$ cat src/iagc_bus_pkg.sv
`default_nettype none

package iagc_bus_pkg;

    localparam int WB_DATA_WIDTH = 32;
    localparam int WB_ADDR_WIDTH = 2;

    // register map.
    localparam logic [WB_ADDR_WIDTH-1:0] ADDR_COMMAND = 2'd0;
    localparam logic [WB_ADDR_WIDTH-1:0] ADDR_STATUS  = 2'd1;
    localparam logic [WB_ADDR_WIDTH-1:0] ADDR_DUMP    = 2'd2;

    localparam int SAMPLE_WIDTH  = 12;
    localparam int PATTERN_WIDTH = 16;
    localparam int DEC_WIDTH     = 8;
    localparam int COUNT_WIDTH   = 16;
    localparam int INDEX_WIDTH   = $clog2(PATTERN_WIDTH);

    localparam int CMD_WIDTH = 4;

    localparam logic [CMD_WIDTH-1:0] CMD_START     = 4'd1;
    localparam logic [CMD_WIDTH-1:0] CMD_STOP      = 4'd2;
    localparam logic [CMD_WIDTH-1:0] CMD_DUMP_REF  = 4'd3;
    localparam logic [CMD_WIDTH-1:0] CMD_DUMP_ERR  = 4'd4;
    localparam logic [CMD_WIDTH-1:0] CMD_CLEAN_MEM = 4'd5;
    localparam logic [CMD_WIDTH-1:0] CMD_SET_MEM   = 4'd6;
    localparam logic [CMD_WIDTH-1:0] CMD_SET_DEC   = 4'd7;
    localparam logic [CMD_WIDTH-1:0] CMD_HALT      = 4'd8;

endpackage

`default_nettype wire

$ cat src/iagc_status_pkg.sv
`default_nettype none

package iagc_status_pkg;

    localparam int STATUS_WIDTH = 4;

    // status codes, in the order the LED unit expects.
    localparam logic [STATUS_WIDTH-1:0] IAGC_STATUS_RESET     = 4'd0;
    localparam logic [STATUS_WIDTH-1:0] IAGC_STATUS_INIT      = 4'd1;
    localparam logic [STATUS_WIDTH-1:0] IAGC_STATUS_IDLE      = 4'd2;
    localparam logic [STATUS_WIDTH-1:0] IAGC_STATUS_SAMPLE    = 4'd3;
    localparam logic [STATUS_WIDTH-1:0] IAGC_STATUS_CMD_PARSE = 4'd4;
    localparam logic [STATUS_WIDTH-1:0] IAGC_STATUS_CMD_READ  = 4'd5;
    localparam logic [STATUS_WIDTH-1:0] IAGC_STATUS_CMD_ERROR = 4'd6;
    localparam logic [STATUS_WIDTH-1:0] IAGC_STATUS_DUMP_REF  = 4'd7;
    localparam logic [STATUS_WIDTH-1:0] IAGC_STATUS_DUMP_ERR  = 4'd8;
    localparam logic [STATUS_WIDTH-1:0] IAGC_STATUS_CLEAN_MEM = 4'd9;
    localparam logic [STATUS_WIDTH-1:0] IAGC_STATUS_SET_MEM   = 4'd10;
    localparam logic [STATUS_WIDTH-1:0] IAGC_STATUS_SET_DEC   = 4'd11;
    localparam logic [STATUS_WIDTH-1:0] IAGC_STATUS_HALT      = 4'd12;

    localparam int LED_PWM_TICKS    = 50;   // pulse period minus one.
    localparam int INIT_TICKS       = 16;
    localparam int ERROR_HOLD_TICKS = 200;  // scaled down for simulation.

    localparam int PWM_COUNT_WIDTH = $clog2(LED_PWM_TICKS + 1);
    localparam int TIMER_WIDTH     = $clog2(ERROR_HOLD_TICKS + 1);

endpackage

`default_nettype wire

$ cat src/iagc_control.sv
`default_nettype none

module iagc_control
    import iagc_status_pkg::*, iagc_bus_pkg::*;
(
    input  wire                       i_clock,
    input  wire                       i_reset,
    input  wire                       i_wb_cyc,
    input  wire                       i_wb_stb,
    input  wire                       i_wb_we,
    input  wire  [WB_ADDR_WIDTH-1:0]  i_wb_adr,
    input  wire  [WB_DATA_WIDTH-1:0]  i_wb_dat,
    input  wire  [PATTERN_WIDTH-1:0]  i_pattern,
    input  wire  [COUNT_WIDTH-1:0]    i_err_count,
    output logic                      o_wb_ack,
    output logic [WB_DATA_WIDTH-1:0]  o_wb_dat,
    output logic [STATUS_WIDTH-1:0]   o_status,
    output logic                      o_enable,
    output logic                      o_clean,
    output logic                      o_load_pattern,
    output logic                      o_load_dec,
    output logic [PATTERN_WIDTH-1:0]  o_arg
);

    logic [STATUS_WIDTH-1:0]  status;
    logic [TIMER_WIDTH-1:0]   timer;
    logic [CMD_WIDTH-1:0]     cmd;
    logic [PATTERN_WIDTH-1:0] arg;
    logic [WB_DATA_WIDTH-1:0] dump;
    logic                     bus_req;
    logic                     cmd_write;
    logic                     init_first;

    assign bus_req    = i_wb_cyc & i_wb_stb;
    assign cmd_write  = o_wb_ack & bus_req & i_wb_we & (i_wb_adr == ADDR_COMMAND);
    assign init_first = (status == IAGC_STATUS_INIT) && (timer == '0);

    // single-cycle ack, one cycle after the request is seen.
    always_ff @(posedge i_clock) begin
        if (i_reset) begin
            o_wb_ack <= 1'b0;
        end else begin
            o_wb_ack <= bus_req & ~o_wb_ack;
        end
    end

    // read data is ready together with ack.
    always_ff @(posedge i_clock) begin
        if (bus_req & ~o_wb_ack) begin
            case (i_wb_adr)
                ADDR_COMMAND: o_wb_dat <= {arg, {(WB_DATA_WIDTH-PATTERN_WIDTH-CMD_WIDTH){1'b0}}, cmd};
                ADDR_STATUS:  o_wb_dat <= WB_DATA_WIDTH'(status);
                ADDR_DUMP:    o_wb_dat <= dump;
                default:      o_wb_dat <= '0;
            endcase
        end
    end

    always_ff @(posedge i_clock) begin
        if (status == IAGC_STATUS_DUMP_REF) begin
            dump <= WB_DATA_WIDTH'(i_pattern);
        end else if (status == IAGC_STATUS_DUMP_ERR) begin
            dump <= WB_DATA_WIDTH'(i_err_count);
        end
    end

    always_ff @(posedge i_clock) begin
        if (i_reset) begin
            status <= IAGC_STATUS_RESET;
            timer  <= '0;
            cmd    <= '0;
            arg    <= '0;
        end else begin
            case (status)
                IAGC_STATUS_RESET: begin
                    status <= IAGC_STATUS_INIT;
                    timer  <= '0;
                end
                IAGC_STATUS_INIT: begin
                    if (timer == TIMER_WIDTH'(INIT_TICKS - 1)) begin
                        status <= IAGC_STATUS_IDLE;
                    end
                    timer <= timer + 1'b1;
                end
                IAGC_STATUS_IDLE, IAGC_STATUS_SAMPLE: begin
                    if (cmd_write) begin  // other states drop the write.
                        cmd    <= i_wb_dat[CMD_WIDTH-1:0];
                        arg    <= i_wb_dat[WB_DATA_WIDTH-1 -: PATTERN_WIDTH];
                        status <= IAGC_STATUS_CMD_PARSE;
                    end
                end
                IAGC_STATUS_CMD_PARSE: begin
                    timer <= '0;
                    case (cmd)
                        CMD_START:     status <= IAGC_STATUS_SAMPLE;
                        CMD_STOP:      status <= IAGC_STATUS_IDLE;
                        CMD_DUMP_REF:  status <= IAGC_STATUS_DUMP_REF;
                        CMD_DUMP_ERR:  status <= IAGC_STATUS_DUMP_ERR;
                        CMD_CLEAN_MEM: status <= IAGC_STATUS_CLEAN_MEM;
                        CMD_SET_MEM:   status <= IAGC_STATUS_SET_MEM;
                        CMD_SET_DEC:   status <= IAGC_STATUS_SET_DEC;
                        CMD_HALT:      status <= IAGC_STATUS_HALT;
                        default:       status <= IAGC_STATUS_CMD_ERROR;
                    endcase
                end
                IAGC_STATUS_CMD_ERROR: begin
                    if (timer == TIMER_WIDTH'(ERROR_HOLD_TICKS - 1)) begin
                        status <= IAGC_STATUS_IDLE;
                    end
                    timer <= timer + 1'b1;
                end
                IAGC_STATUS_HALT: begin
                    status <= IAGC_STATUS_HALT;  // only reset leaves.
                end
                default: begin
                    status <= IAGC_STATUS_IDLE;
                end
            endcase
        end
    end

    // init clears the pattern and loads a decimation of one.
    assign o_status       = status;
    assign o_enable       = (status == IAGC_STATUS_SAMPLE);
    assign o_clean        = (status == IAGC_STATUS_CLEAN_MEM) || init_first;
    assign o_load_pattern = (status == IAGC_STATUS_SET_MEM);
    assign o_load_dec     = (status == IAGC_STATUS_SET_DEC) || init_first;
    assign o_arg          = (status == IAGC_STATUS_INIT) ? PATTERN_WIDTH'(1) : arg;

endmodule

`default_nettype wire

$ cat src/iagc_top.sv
`default_nettype none

module iagc_top
    import iagc_status_pkg::*, iagc_bus_pkg::*;
(
    input  wire                       i_clock,
    input  wire                       i_reset,
    input  wire                       i_wb_cyc,
    input  wire                       i_wb_stb,
    input  wire                       i_wb_we,
    input  wire  [WB_ADDR_WIDTH-1:0]  i_wb_adr,
    input  wire  [WB_DATA_WIDTH-1:0]  i_wb_dat,
    output wire                       o_wb_ack,
    output wire  [WB_DATA_WIDTH-1:0]  o_wb_dat,
    input  wire                       i_sample_valid,
    input  wire  [SAMPLE_WIDTH-1:0]   i_sample,
    output wire                       o_led0_r,
    output wire                       o_led0_g,
    output wire                       o_led0_b,
    output wire                       o_led1_r,
    output wire                       o_led1_g,
    output wire                       o_led1_b
);

    wire [STATUS_WIDTH-1:0]  status;
    wire                     enable;
    wire                     clean;
    wire                     load_pattern;
    wire                     load_dec;
    wire [PATTERN_WIDTH-1:0] arg;
    wire [PATTERN_WIDTH-1:0] pattern;
    wire [COUNT_WIDTH-1:0]   err_count;
    wire                     in_phase;

    iagc_control u_control (
        .i_clock        (i_clock),
        .i_reset        (i_reset),
        .i_wb_cyc       (i_wb_cyc),
        .i_wb_stb       (i_wb_stb),
        .i_wb_we        (i_wb_we),
        .i_wb_adr       (i_wb_adr),
        .i_wb_dat       (i_wb_dat),
        .i_pattern      (pattern),
        .i_err_count    (err_count),
        .o_wb_ack       (o_wb_ack),
        .o_wb_dat       (o_wb_dat),
        .o_status       (status),
        .o_enable       (enable),
        .o_clean        (clean),
        .o_load_pattern (load_pattern),
        .o_load_dec     (load_dec),
        .o_arg          (arg)
    );

    phase_detector u_detector (
        .i_clock        (i_clock),
        .i_reset        (i_reset),
        .i_enable       (enable),
        .i_clean        (clean),
        .i_load_pattern (load_pattern),
        .i_load_dec     (load_dec),
        .i_arg          (arg),
        .i_sample_valid (i_sample_valid),
        .i_sample       (i_sample),
        .o_pattern      (pattern),
        .o_err_count    (err_count),
        .o_in_phase     (in_phase)
    );

    pmod_unit u_pmod (
        .i_clock        (i_clock),
        .i_reset        (i_reset),
        .i_iagc_status  (status),
        .i_in_phase     (in_phase),
        .o_led0_r       (o_led0_r),
        .o_led0_g       (o_led0_g),
        .o_led0_b       (o_led0_b),
        .o_led1_r       (o_led1_r),
        .o_led1_g       (o_led1_g),
        .o_led1_b       (o_led1_b)
    );

endmodule

`default_nettype wire

$ cat src/phase_detector.sv
`default_nettype none

module phase_detector
    import iagc_bus_pkg::*;
(
    input  wire                       i_clock,
    input  wire                       i_reset,
    input  wire                       i_enable,
    input  wire                       i_clean,
    input  wire                       i_load_pattern,
    input  wire                       i_load_dec,
    input  wire  [PATTERN_WIDTH-1:0]  i_arg,
    input  wire                       i_sample_valid,
    input  wire  [SAMPLE_WIDTH-1:0]   i_sample,
    output logic [PATTERN_WIDTH-1:0]  o_pattern,
    output logic [COUNT_WIDTH-1:0]    o_err_count,
    output logic                      o_in_phase
);

    logic [DEC_WIDTH-1:0]   dec;
    logic [DEC_WIDTH-1:0]   dec_count;
    logic [INDEX_WIDTH-1:0] bit_index;
    logic                   keep;
    logic                   mismatch;

    // a decimation of zero behaves as one.
    assign keep     = i_enable & i_sample_valid &
                      ((dec == '0) || (dec_count == dec - DEC_WIDTH'(1)));
    assign mismatch = i_sample[SAMPLE_WIDTH-1] ^ o_pattern[bit_index];

    always_ff @(posedge i_clock) begin
        if (i_clean) begin
            o_pattern <= '0;
        end else if (i_load_pattern) begin
            o_pattern <= i_arg;
        end
    end

    always_ff @(posedge i_clock) begin
        if (i_reset) begin
            dec <= DEC_WIDTH'(1);
        end else if (i_load_dec) begin
            dec <= i_arg[DEC_WIDTH-1:0];
        end
    end

    always_ff @(posedge i_clock) begin
        if (i_reset) begin
            dec_count   <= '0;
            bit_index   <= '0;
            o_err_count <= '0;
            o_in_phase  <= 1'b0;
        end else if (i_clean || i_load_pattern || i_load_dec) begin
            bit_index <= '0;
            if (i_clean) begin
                o_err_count <= '0;
                o_in_phase  <= 1'b0;
            end
            if (i_load_pattern || i_load_dec) begin
                dec_count <= '0;
            end
        end else if (i_enable && i_sample_valid) begin
            if (keep) begin
                dec_count  <= '0;
                o_in_phase <= ~mismatch;
                if (mismatch && (o_err_count != '1)) begin
                    o_err_count <= o_err_count + 1'b1;  // saturates.
                end
                bit_index <= (bit_index == INDEX_WIDTH'(PATTERN_WIDTH - 1)) ?
                             '0 : bit_index + 1'b1;
            end else begin
                dec_count <= dec_count + 1'b1;
            end
        end
    end

endmodule

`default_nettype wire

$ cat src/pmod_unit.sv
`default_nettype none

module pmod_unit
    import iagc_status_pkg::*;
(
    input  wire                      i_clock,
    input  wire                      i_reset,
    input  wire  [STATUS_WIDTH-1:0]  i_iagc_status,
    input  wire                      i_in_phase,
    output logic                     o_led0_r,
    output logic                     o_led0_g,
    output logic                     o_led0_b,
    output logic                     o_led1_r,
    output logic                     o_led1_g,
    output logic                     o_led1_b
);

    logic [PWM_COUNT_WIDTH-1:0] pwm_count;
    logic                       led_pwm;

    // one pulse cycle in every LED_PWM_TICKS+1.
    always_ff @(posedge i_clock) begin
        if (i_reset) begin
            pwm_count <= '0;
            led_pwm   <= 1'b0;
        end else if (pwm_count == PWM_COUNT_WIDTH'(LED_PWM_TICKS)) begin
            pwm_count <= '0;
            led_pwm   <= 1'b1;
        end else begin
            pwm_count <= pwm_count + 1'b1;
            led_pwm   <= 1'b0;
        end
    end

    always_comb begin
        o_led0_r = 1'b0;
        o_led0_g = 1'b0;
        o_led0_b = 1'b0;
        case (i_iagc_status)
            IAGC_STATUS_INIT:      o_led0_r = led_pwm;
            IAGC_STATUS_IDLE:      o_led0_g = led_pwm;
            IAGC_STATUS_SAMPLE:    o_led0_b = led_pwm;
            IAGC_STATUS_CMD_ERROR: o_led0_r = led_pwm;
            IAGC_STATUS_DUMP_REF, IAGC_STATUS_DUMP_ERR: begin
                o_led0_r = led_pwm;  // yellow.
                o_led0_g = led_pwm;
            end
            default: begin
                o_led0_r = 1'b0;
            end
        endcase
    end

    // second LED shows the last comparison.
    always_comb begin
        o_led1_r = i_in_phase ? 1'b0 : led_pwm;
        o_led1_g = i_in_phase ? led_pwm : 1'b0;
        o_led1_b = 1'b0;
    end

endmodule

`default_nettype wire

$ cat config.mk
export PLATFORM = sky130hd
export DESIGN_NAME = iagc_top
export DESIGN_NICKNAME = d
export VERILOG_FILES = /design/src/iagc_bus_pkg.sv /design/src/iagc_status_pkg.sv /design/src/iagc_control.sv /design/src/iagc_top.sv /design/src/phase_detector.sv /design/src/pmod_unit.sv
export SDC_FILE = /design/constraint.sdc
export NUM_CORES = 1
export LEC_CHECK = 0
export ABC_CLOCK_PERIOD_IN_PS = 3850
export BUFFER_PORTS_ARGS = -buffer_cell sky130_fd_sc_hd__buf_4
export CAP_MARGIN = 20
export CELL_PAD_IN_SITES_DETAIL_PLACEMENT = 1
export CELL_PAD_IN_SITES_GLOBAL_PLACEMENT = 1
export CORE_MARGIN = 2
export CORE_UTILIZATION = 45
export CTS_BUF_LIST = sky130_fd_sc_hd__clkbuf_2 sky130_fd_sc_hd__clkbuf_4 sky130_fd_sc_hd__clkbuf_8
export CTS_CLUSTER_DIAMETER = 50
export CTS_CLUSTER_SIZE = 40
export DETAILED_ROUTE_END_ITERATION = 10
export GPL_TIMING_DRIVEN = 0
export PLACE_DENSITY_LB_ADDON = 0.15
export SYNTH_ARGS = -nofsm -noshare
export SYNTH_HDL_FRONTEND = slang
export SYNTH_SLANG_ARGS = --single-unit
$ cat constraint.sdc
create_clock -name i_clock -period 3.85 [get_ports i_clock]
set_clock_uncertainty 0.1 [all_clocks]
set_input_delay 0.77 -clock i_clock [delete_from_list [all_inputs] [get_ports i_clock]]
set_output_delay 0.77 -clock i_clock [all_outputs]
set_load 0.02 [all_outputs]
==> results of run 1 <==
registers in the layout, summed over array words and instances (netlist names), named ones only:
| name | cells |
|---|---|
| u_control.arg | 16 |
| u_control.cmd | 4 |
| u_control.dump | 16 |
| u_control.o_status | 4 |
| u_control.o_wb_ack | 1 |
| u_control.o_wb_dat | 32 |
| u_control.timer | 8 |
| u_detector.bit_index | 4 |
| u_detector.dec | 8 |
| u_detector.dec_count | 8 |
| u_detector.o_err_count | 16 |
| u_detector.o_in_phase | 1 |
| u_detector.o_pattern | 16 |
| u_pmod.led_pwm | 1 |
| u_pmod.pwm_count | 6 |
per-stage QoR:
step                cell area, sq um  hold slack [ns]
finish                          7770            0.377
CTS                             7770            0.380
detailed placement              7350            0.367
global placement                7330            0.345
global route                    7770            0.395
floorplan                       6610            0.330
timing repair:
item | in CTS | in global routing
setup endpoints to repair | 1 | 1
resized for setup | 3 | 2
buffers inserted | 0 | 0
Yosys cell counts, types with 8 or more instances:
library cell,count,area [sq um]
nor2_1,39,146
nand3_1,17,85.1
nor3_1,8,40.0
o21ai_1,8,40.0
clkbuf_1,29,109
nand2_1,115,432
edfxtp_1,48,1440
a21oi_1,74,370
and3_1,11,68.8
inv_1,16,60.1
mux2_2,17,191
ha_1,9,113
or3_1,10,62.6
mux2i_1,12,120
dfxtp_1,97,1940
o21ai_0,27,135
xor2_1,13,114
nand4_1,20,125
and2_1,36,225
power by group through the flow:
stage	Sequential (mW)	Clock [mW]	Combinational, mW
after CTS	1.65	1.28	0.572
after global routing	1.65	1.34	0.637
after floorplan	1.69	0	0.360
final	1.65	1.25	0.574
after global placement	1.68	0	0.543
after detailed placement	1.68	0	0.567
cell usage in the layout (no fill, tap or decap), drive strengths merged, types with 5 or more instances in the layout:
master	instances
and3	11
a2111o	7
nor2	40
nor2b	6
edfxtp	48
mux2i	12
ha	9
xor2	13
a21oi	74
xnor2	7
and2	37
nand4	20
mux2	17
dfxtp	97
o21ai	36
buf	72
mux4	5
nand3	17
clkbuf	47
inv	22
nand2	115
or3	10
nor4	6
nor3	8
clkinv	5
final timing paths:
path	end	depth (start not counted)	slack (ns)
worst max-delay path	o_led0_r	6	0.34
worst min-delay path	u_pmod.pwm_count[5]	2	0.38
worst max register to register	u_detector.o_err_count[12]	9	0.37
worst min register to register	u_pmod.pwm_count[5]	2	0.38
worst min-delay path, cell delays in order (launching register included):
cell	delay [ns]
dfxtp_1	0.33
nand2_1	0.06
a21oi_1	0.05
cells by family after synthesis:
group / count (synthesis) / synth area share (%)
AND/OR/NAND/NOR: 292 / 22.0
XOR/XNOR: 20 / 2.65
AO/OA/AOI/OAI: 142 / 12.9
other: 1 / 0.0567
flip-flops: 145 / 51.2
adder cells (fa/ha/maj): 9 / 1.70
buffers and inverters: 52 / 3.07
multiplexers: 34 / 6.42
routing by layer:
metal / up-vias / track usage, %
met5: - / 0
met4: 0 / 8.69
met3: 25 / 4.41
met2: 93 / 44.6
met1: 2783 / 30.2
li1: 2642 / -
cell type report:
type                    instances  area [sq um]  area share (%)
clock inverters                14           174            2.24
well taps                     184           230            2.96
multi-input cells             498          3040            39.1
clock buffers                  18           241            3.11
repair buffers                 66           503            6.47
flip-flops and latches        145          3380            43.5
plain buffers                  35           140            1.80
inverters                      16          60.1           0.773
==> results.sh, run 1 <==
export IMPL_outcome="finished clean"
export IMPL_drv_slew=0
export IMPL_grt_pass1_wl_um=30700
export IMPL_ys_flop_type="dfxtp_1"
export IMPL_yosysWarnings=0
export IMPL_p_sw_mw=1.07
export IMPL_syn_nets=756
export IMPL_synth_edf_count=48
export IMPL_cp_max_fo=17
export IMPL_drive_above_1_share_pct=17.4
export IMPL_syn_to_final_growth_pct=17.6
export IMPL_grt_pass1_vias=5793
export IMPL_synth_avg_cell_area_sq_um=9.51
export IMPL_finalSetupViolCount=0
export IMPL_io_pins=91
export IMPL_synth_seq_area_share_pct=51.2
export IMPL_crit_chain="clkbuf_1, nor2b_1, nand3_2, nand2_4, o21a_1, buf_4"
export IMPL_met2WireLength_um=9860
export IMPL_p_leak_nw=2.80
export IMPL_pwr_share_clk_pct=36.0
export IMPL_core_sq_um=14400
export IMPL_num_vias=5543
export IMPL_min_path_type="flop to flop"
export IMPL_grt_use_total_pct=24.9
export IMPL_path_class="flop to primary output"
export IMPL_fillers=1636
export IMPL_ant_nets=0
export IMPL_path_delay_family="simple AND/OR/NAND/NOR gates"
export IMPL_met1_length_um=8050
export IMPL_r2r_start="u_detector.bit_index[2]"
export IMPL_period_share_pct=91.2
export IMPL_instances_no_fill=976
export IMPL_crit_path_max_incr_delay_ns=0.43
export IMPL_worstPathArrival_ns=2.64
export IMPL_ys_ff_latch=145
export IMPL_critPathLaunch="u_control.o_status[0]"
export IMPL_worstPathRequired_ns=2.98
export IMPL_synth_cells=695
export IMPL_worstHoldStart="u_pmod.pwm_count[5]"
export IMPL_grt_max_degree=23
export IMPL_worstSkewPairLatency_ns=0.46
export IMPL_rows=44
export IMPL_dp_cells=945
export IMPL_cp_num_buf_inv=2
export IMPL_syn_area_sq_um=6610
export IMPL_startpoint_type="flop"
export IMPL_relSlewSlack_pct=29.4
export IMPL_sequentialPowerShare_pct=47.4
export IMPL_post_drt_wl_per_cell_um=19.2
export IMPL_die_area_sq_um=15700
export IMPL_die_x_um=125
export IMPL_numClockSinks=145
export IMPL_cp_end_kind="primary output"
export IMPL_dieHeight_um=125
export IMPL_max_freq_mhz=285
export IMPL_final_util_pct=53.9
export IMPL_cts_tree="done"
export IMPL_remaining_drc_errors=0
export IMPL_swShare_pct=30.8
export IMPL_drv_cap=0
export IMPL_cts_max_level=4
export IMPL_top_layer_used="met4"
export IMPL_power_density_nw_per_um2=446
export IMPL_fin_ws_ns=0.340
export IMPL_finalSetupTns_ns=0
export IMPL_worst_pin_slew_ns=1.04
export IMPL_gp_congestion=0.911
export IMPL_p_int_mw=2.40
export IMPL_slowest_stage="nand2_4"
export IMPL_n_antenna_cell=0
export IMPL_cts_buffer_depth=2
export IMPL_async_flop_share_pct=0
export IMPL_p_total_mw=3.47
export IMPL_numPortBuffers=65
export IMPL_holdBufCountCts=0
export IMPL_cts_buffers=17
export IMPL_wirelength_um=18800
export IMPL_synth_cell_types=62
export IMPL_comb_power_share_pct=16.5
export IMPL_firstDrtPassIters=4
export IMPL_wl_met3_um=492
export IMPL_grt_overflow=0
export IMPL_antenna_found_initial=0
export IMPL_initial_core_util_pct=45.8
export IMPL_max_vdd_ir_drop_uv=224
export IMPL_hold_viol=0
export IMPL_dp_slack_ns=0.0169
export IMPL_vias_per_cell=5.68
export IMPL_cts_root_buffer="clkbuf_8"
export IMPL_place_hpwl_um=14100
export IMPL_path_clk_slew_ns=0.09
export IMPL_rsz0062_at_grt="no"
export IMPL_drtIter0Drc=280
export IMPL_num_nets_final=840
export IMPL_min_period_ns=3.51
No activity file was read; power rests on OpenSTA's default activity.
==> run 2: changes to the inputs <==
Settings changed: CORE_UTILIZATION 45 to 46.
==> run 2 against run 1 <==
Against the previous run: maximum frequency down 0.20%; sequential share of layout area shrank 0.17 points; first-iteration DRC count is 33% higher; count of clock-buffer cells in the layout is the same; die area shrank 2.1%; sequential cell count unchanged; setup slack worse by 0.0069 ns; sequential power is essentially flat; clock power rose by 10%; critical endpoint unchanged; largest power group unchanged; highest routed layer unchanged.
==> results.sh, run 2 (synthesis results as in run 1) <==
export IMPL_place_hpwl_um=13800
export IMPL_crit_cells=6
export IMPL_instances_no_fill=972
export IMPL_outcome="finished clean"
export IMPL_crit_path_max_incr_delay_ns=0.43
export IMPL_drtIter0Drc=373
export IMPL_num_nets_final=840
export IMPL_post_drt_wl_per_cell_um=19.0
export IMPL_regMostFlops="u_control.o_wb_dat"
export IMPL_rows=43
export IMPL_startpoint_type="flop"
export IMPL_holdBufCountCts=0
export IMPL_gp_congestion=0.914
export IMPL_syn_to_final_growth_pct=18.0
export IMPL_remaining_drc_errors=0
export IMPL_p_leak_nw=2.83
export IMPL_finalSetupViolCount=0
export IMPL_final_common_cell="nand2_1"
export IMPL_dieHeight_um=124
export IMPL_max_freq_mhz=284
export IMPL_worstPathArrival_ns=2.65
export IMPL_ant_nets=0
export IMPL_relSlewSlack_pct=33.1
export IMPL_cts_root_buffer="clkbuf_8"
export IMPL_cts_buffer_depth=2
export IMPL_crit_chain="clkbuf_1, nor2b_1, nand3_2, nand2_4, o21a_1, buf_4"
export IMPL_io_pins=91
export IMPL_n_antenna_cell=0
export IMPL_cts_tree="done"
export IMPL_worstSkewPairLatency_ns=0.47
export IMPL_antenna_found_initial=0
export IMPL_final_cell_mix="nand2_1 (114), dfxtp_1 (97), a21oi_1 (74), buf_4 (66), edfxtp_1 (48)"
export IMPL_worstPathRequired_ns=2.98
export IMPL_grt_max_degree=19
export IMPL_cp_end_kind="primary output"
export IMPL_drv_cap=0
export IMPL_largest_reg_flops=32
export IMPL_grt_pass1_vias=5816
export IMPL_numClockSinks=145
export IMPL_path_clk_slew_ns=0.08
export IMPL_reg2reg_setup_slack_ns=0.35
export IMPL_min_period_ns=3.52
export IMPL_power_density_nw_per_um2=461
export IMPL_critPathLaunch="u_control.o_status[0]"
export IMPL_initial_core_util_pct=47.4
export IMPL_worst_pin_slew_ns=0.990
export IMPL_die_x_um=124
export IMPL_cts_max_level=4
export IMPL_path_class="flop to primary output"
export IMPL_drv_slew=0
export IMPL_num_vias=5571
export IMPL_grt_pass1_wl_um=29800
export IMPL_r2r_end="u_detector.o_err_count[15]"
export IMPL_max_vdd_ir_drop_uv=202
export IMPL_core_sq_um=13900
export IMPL_grt_overflow=0
export IMPL_finalSetupTns_ns=0
export IMPL_r2r_start="u_detector.bit_index[2]"
export IMPL_endpoint="o_led0_r"
export IMPL_path_delay_family="simple AND/OR/NAND/NOR gates"
export IMPL_grt_use_total_pct=26.0
export IMPL_rr_worst_depth=9
export IMPL_numPortBuffers=65
export IMPL_hold_viol=0
export IMPL_die_area_sq_um=15300
export IMPL_slowest_stage="nand3_2"
export IMPL_vias_per_cell=5.73
export IMPL_wirelength_um=18500
export IMPL_period_share_pct=91.4
export IMPL_cts_buffers=17
export IMPL_postCtsSetupBuffers=0
export IMPL_rsz0062_at_grt="no"
export IMPL_cp_num_buf_inv=2
export IMPL_cp_max_fo=17
export IMPL_min_path_type="flop to flop"
export IMPL_firstDrtPassIters=5
export IMPL_drive_above_1_share_pct=17.4
export IMPL_dp_cells=941
-- run 2: changes by cell type in the layout (fill, tap and decap cells not counted), sizes merged --
| cell | previous run | this run |
|---|---|---|
| bufinv | 2 | 5 |
| inv | 22 | 18 |
| clkinv | 5 | 7 |
| clkinvlp | 1 | 0 |
-- run 2: routing by layer --
layer	routed length, um	vias up	part of all wire [%]	track usage [%]
met5	0	-	0	0
met4	506	0	2.7	10.7
met3	739	40	4.0	4.81
met2	9600	137	52	46.2
met1	7650	2750	41	30.7
li1	-	2644	-	-
-- run 2: cell type report --
cell class,instances,area (sq um)
sequential,145,3380
clock inverter,14,210
inverter,16,60.1
buffer,35,140
tap,180,225
timing repair buffer,66,503
fill,1618,6130
multi-input combinational,498,3040
clock buffer,18,241
-- run 2: worst min path at each step --
stage	from	to	slack [ns]	cells after the start
after floorplan	u_pmod.pwm_count[0]	u_pmod.pwm_count[0]	0.33	1
after global placement	u_pmod.pwm_count[0]	u_pmod.pwm_count[0]	0.34	1
after detailed placement	u_pmod.pwm_count[0]	u_pmod.pwm_count[0]	0.36	1
after CTS	u_pmod.pwm_count[0]	u_pmod.pwm_count[0]	0.38	1
after global routing	u_detector.o_pattern[11]	u_detector.o_pattern[11]	0.40	2
final	u_pmod.pwm_count[0]	u_pmod.pwm_count[0]	0.37	1
-- run 2: report_power, final --
group	internal (mW)	total (mW)	switching (mW)	leakage, nW
Sequential	1.61	1.65	0.0325	1.20
Combinational	0.181	0.573	0.392	1.39
Clock	0.778	1.38	0.600	0.234
-- run 2: per-stage QoR --
stage / cell area (sq um) / hold slack [ns] / util [%] / worst slack, ns / total power [mW]
after floorplan: 6610 / 0.330 / - / 0.861 / 2.05
after global placement: 7320 / 0.344 / 52.6 / 0.209 / 2.22
after detailed placement: 7340 / 0.361 / 52.7 / 0.0730 / 2.24
after CTS: 7810 / 0.381 / 56.0 / 0.0588 / 3.61
after global routing: 7800 / 0.396 / 56.0 / 0.0864 / 3.74
final: 7800 / 0.373 / 56.0 / 0.333 / 3.60
-- run 2: what timing repair did --
item                                    in CTS  in global routing
pin swaps                                    0                  0
endpoints found under the setup margin       1                  1
gates resized for setup                      4                  0
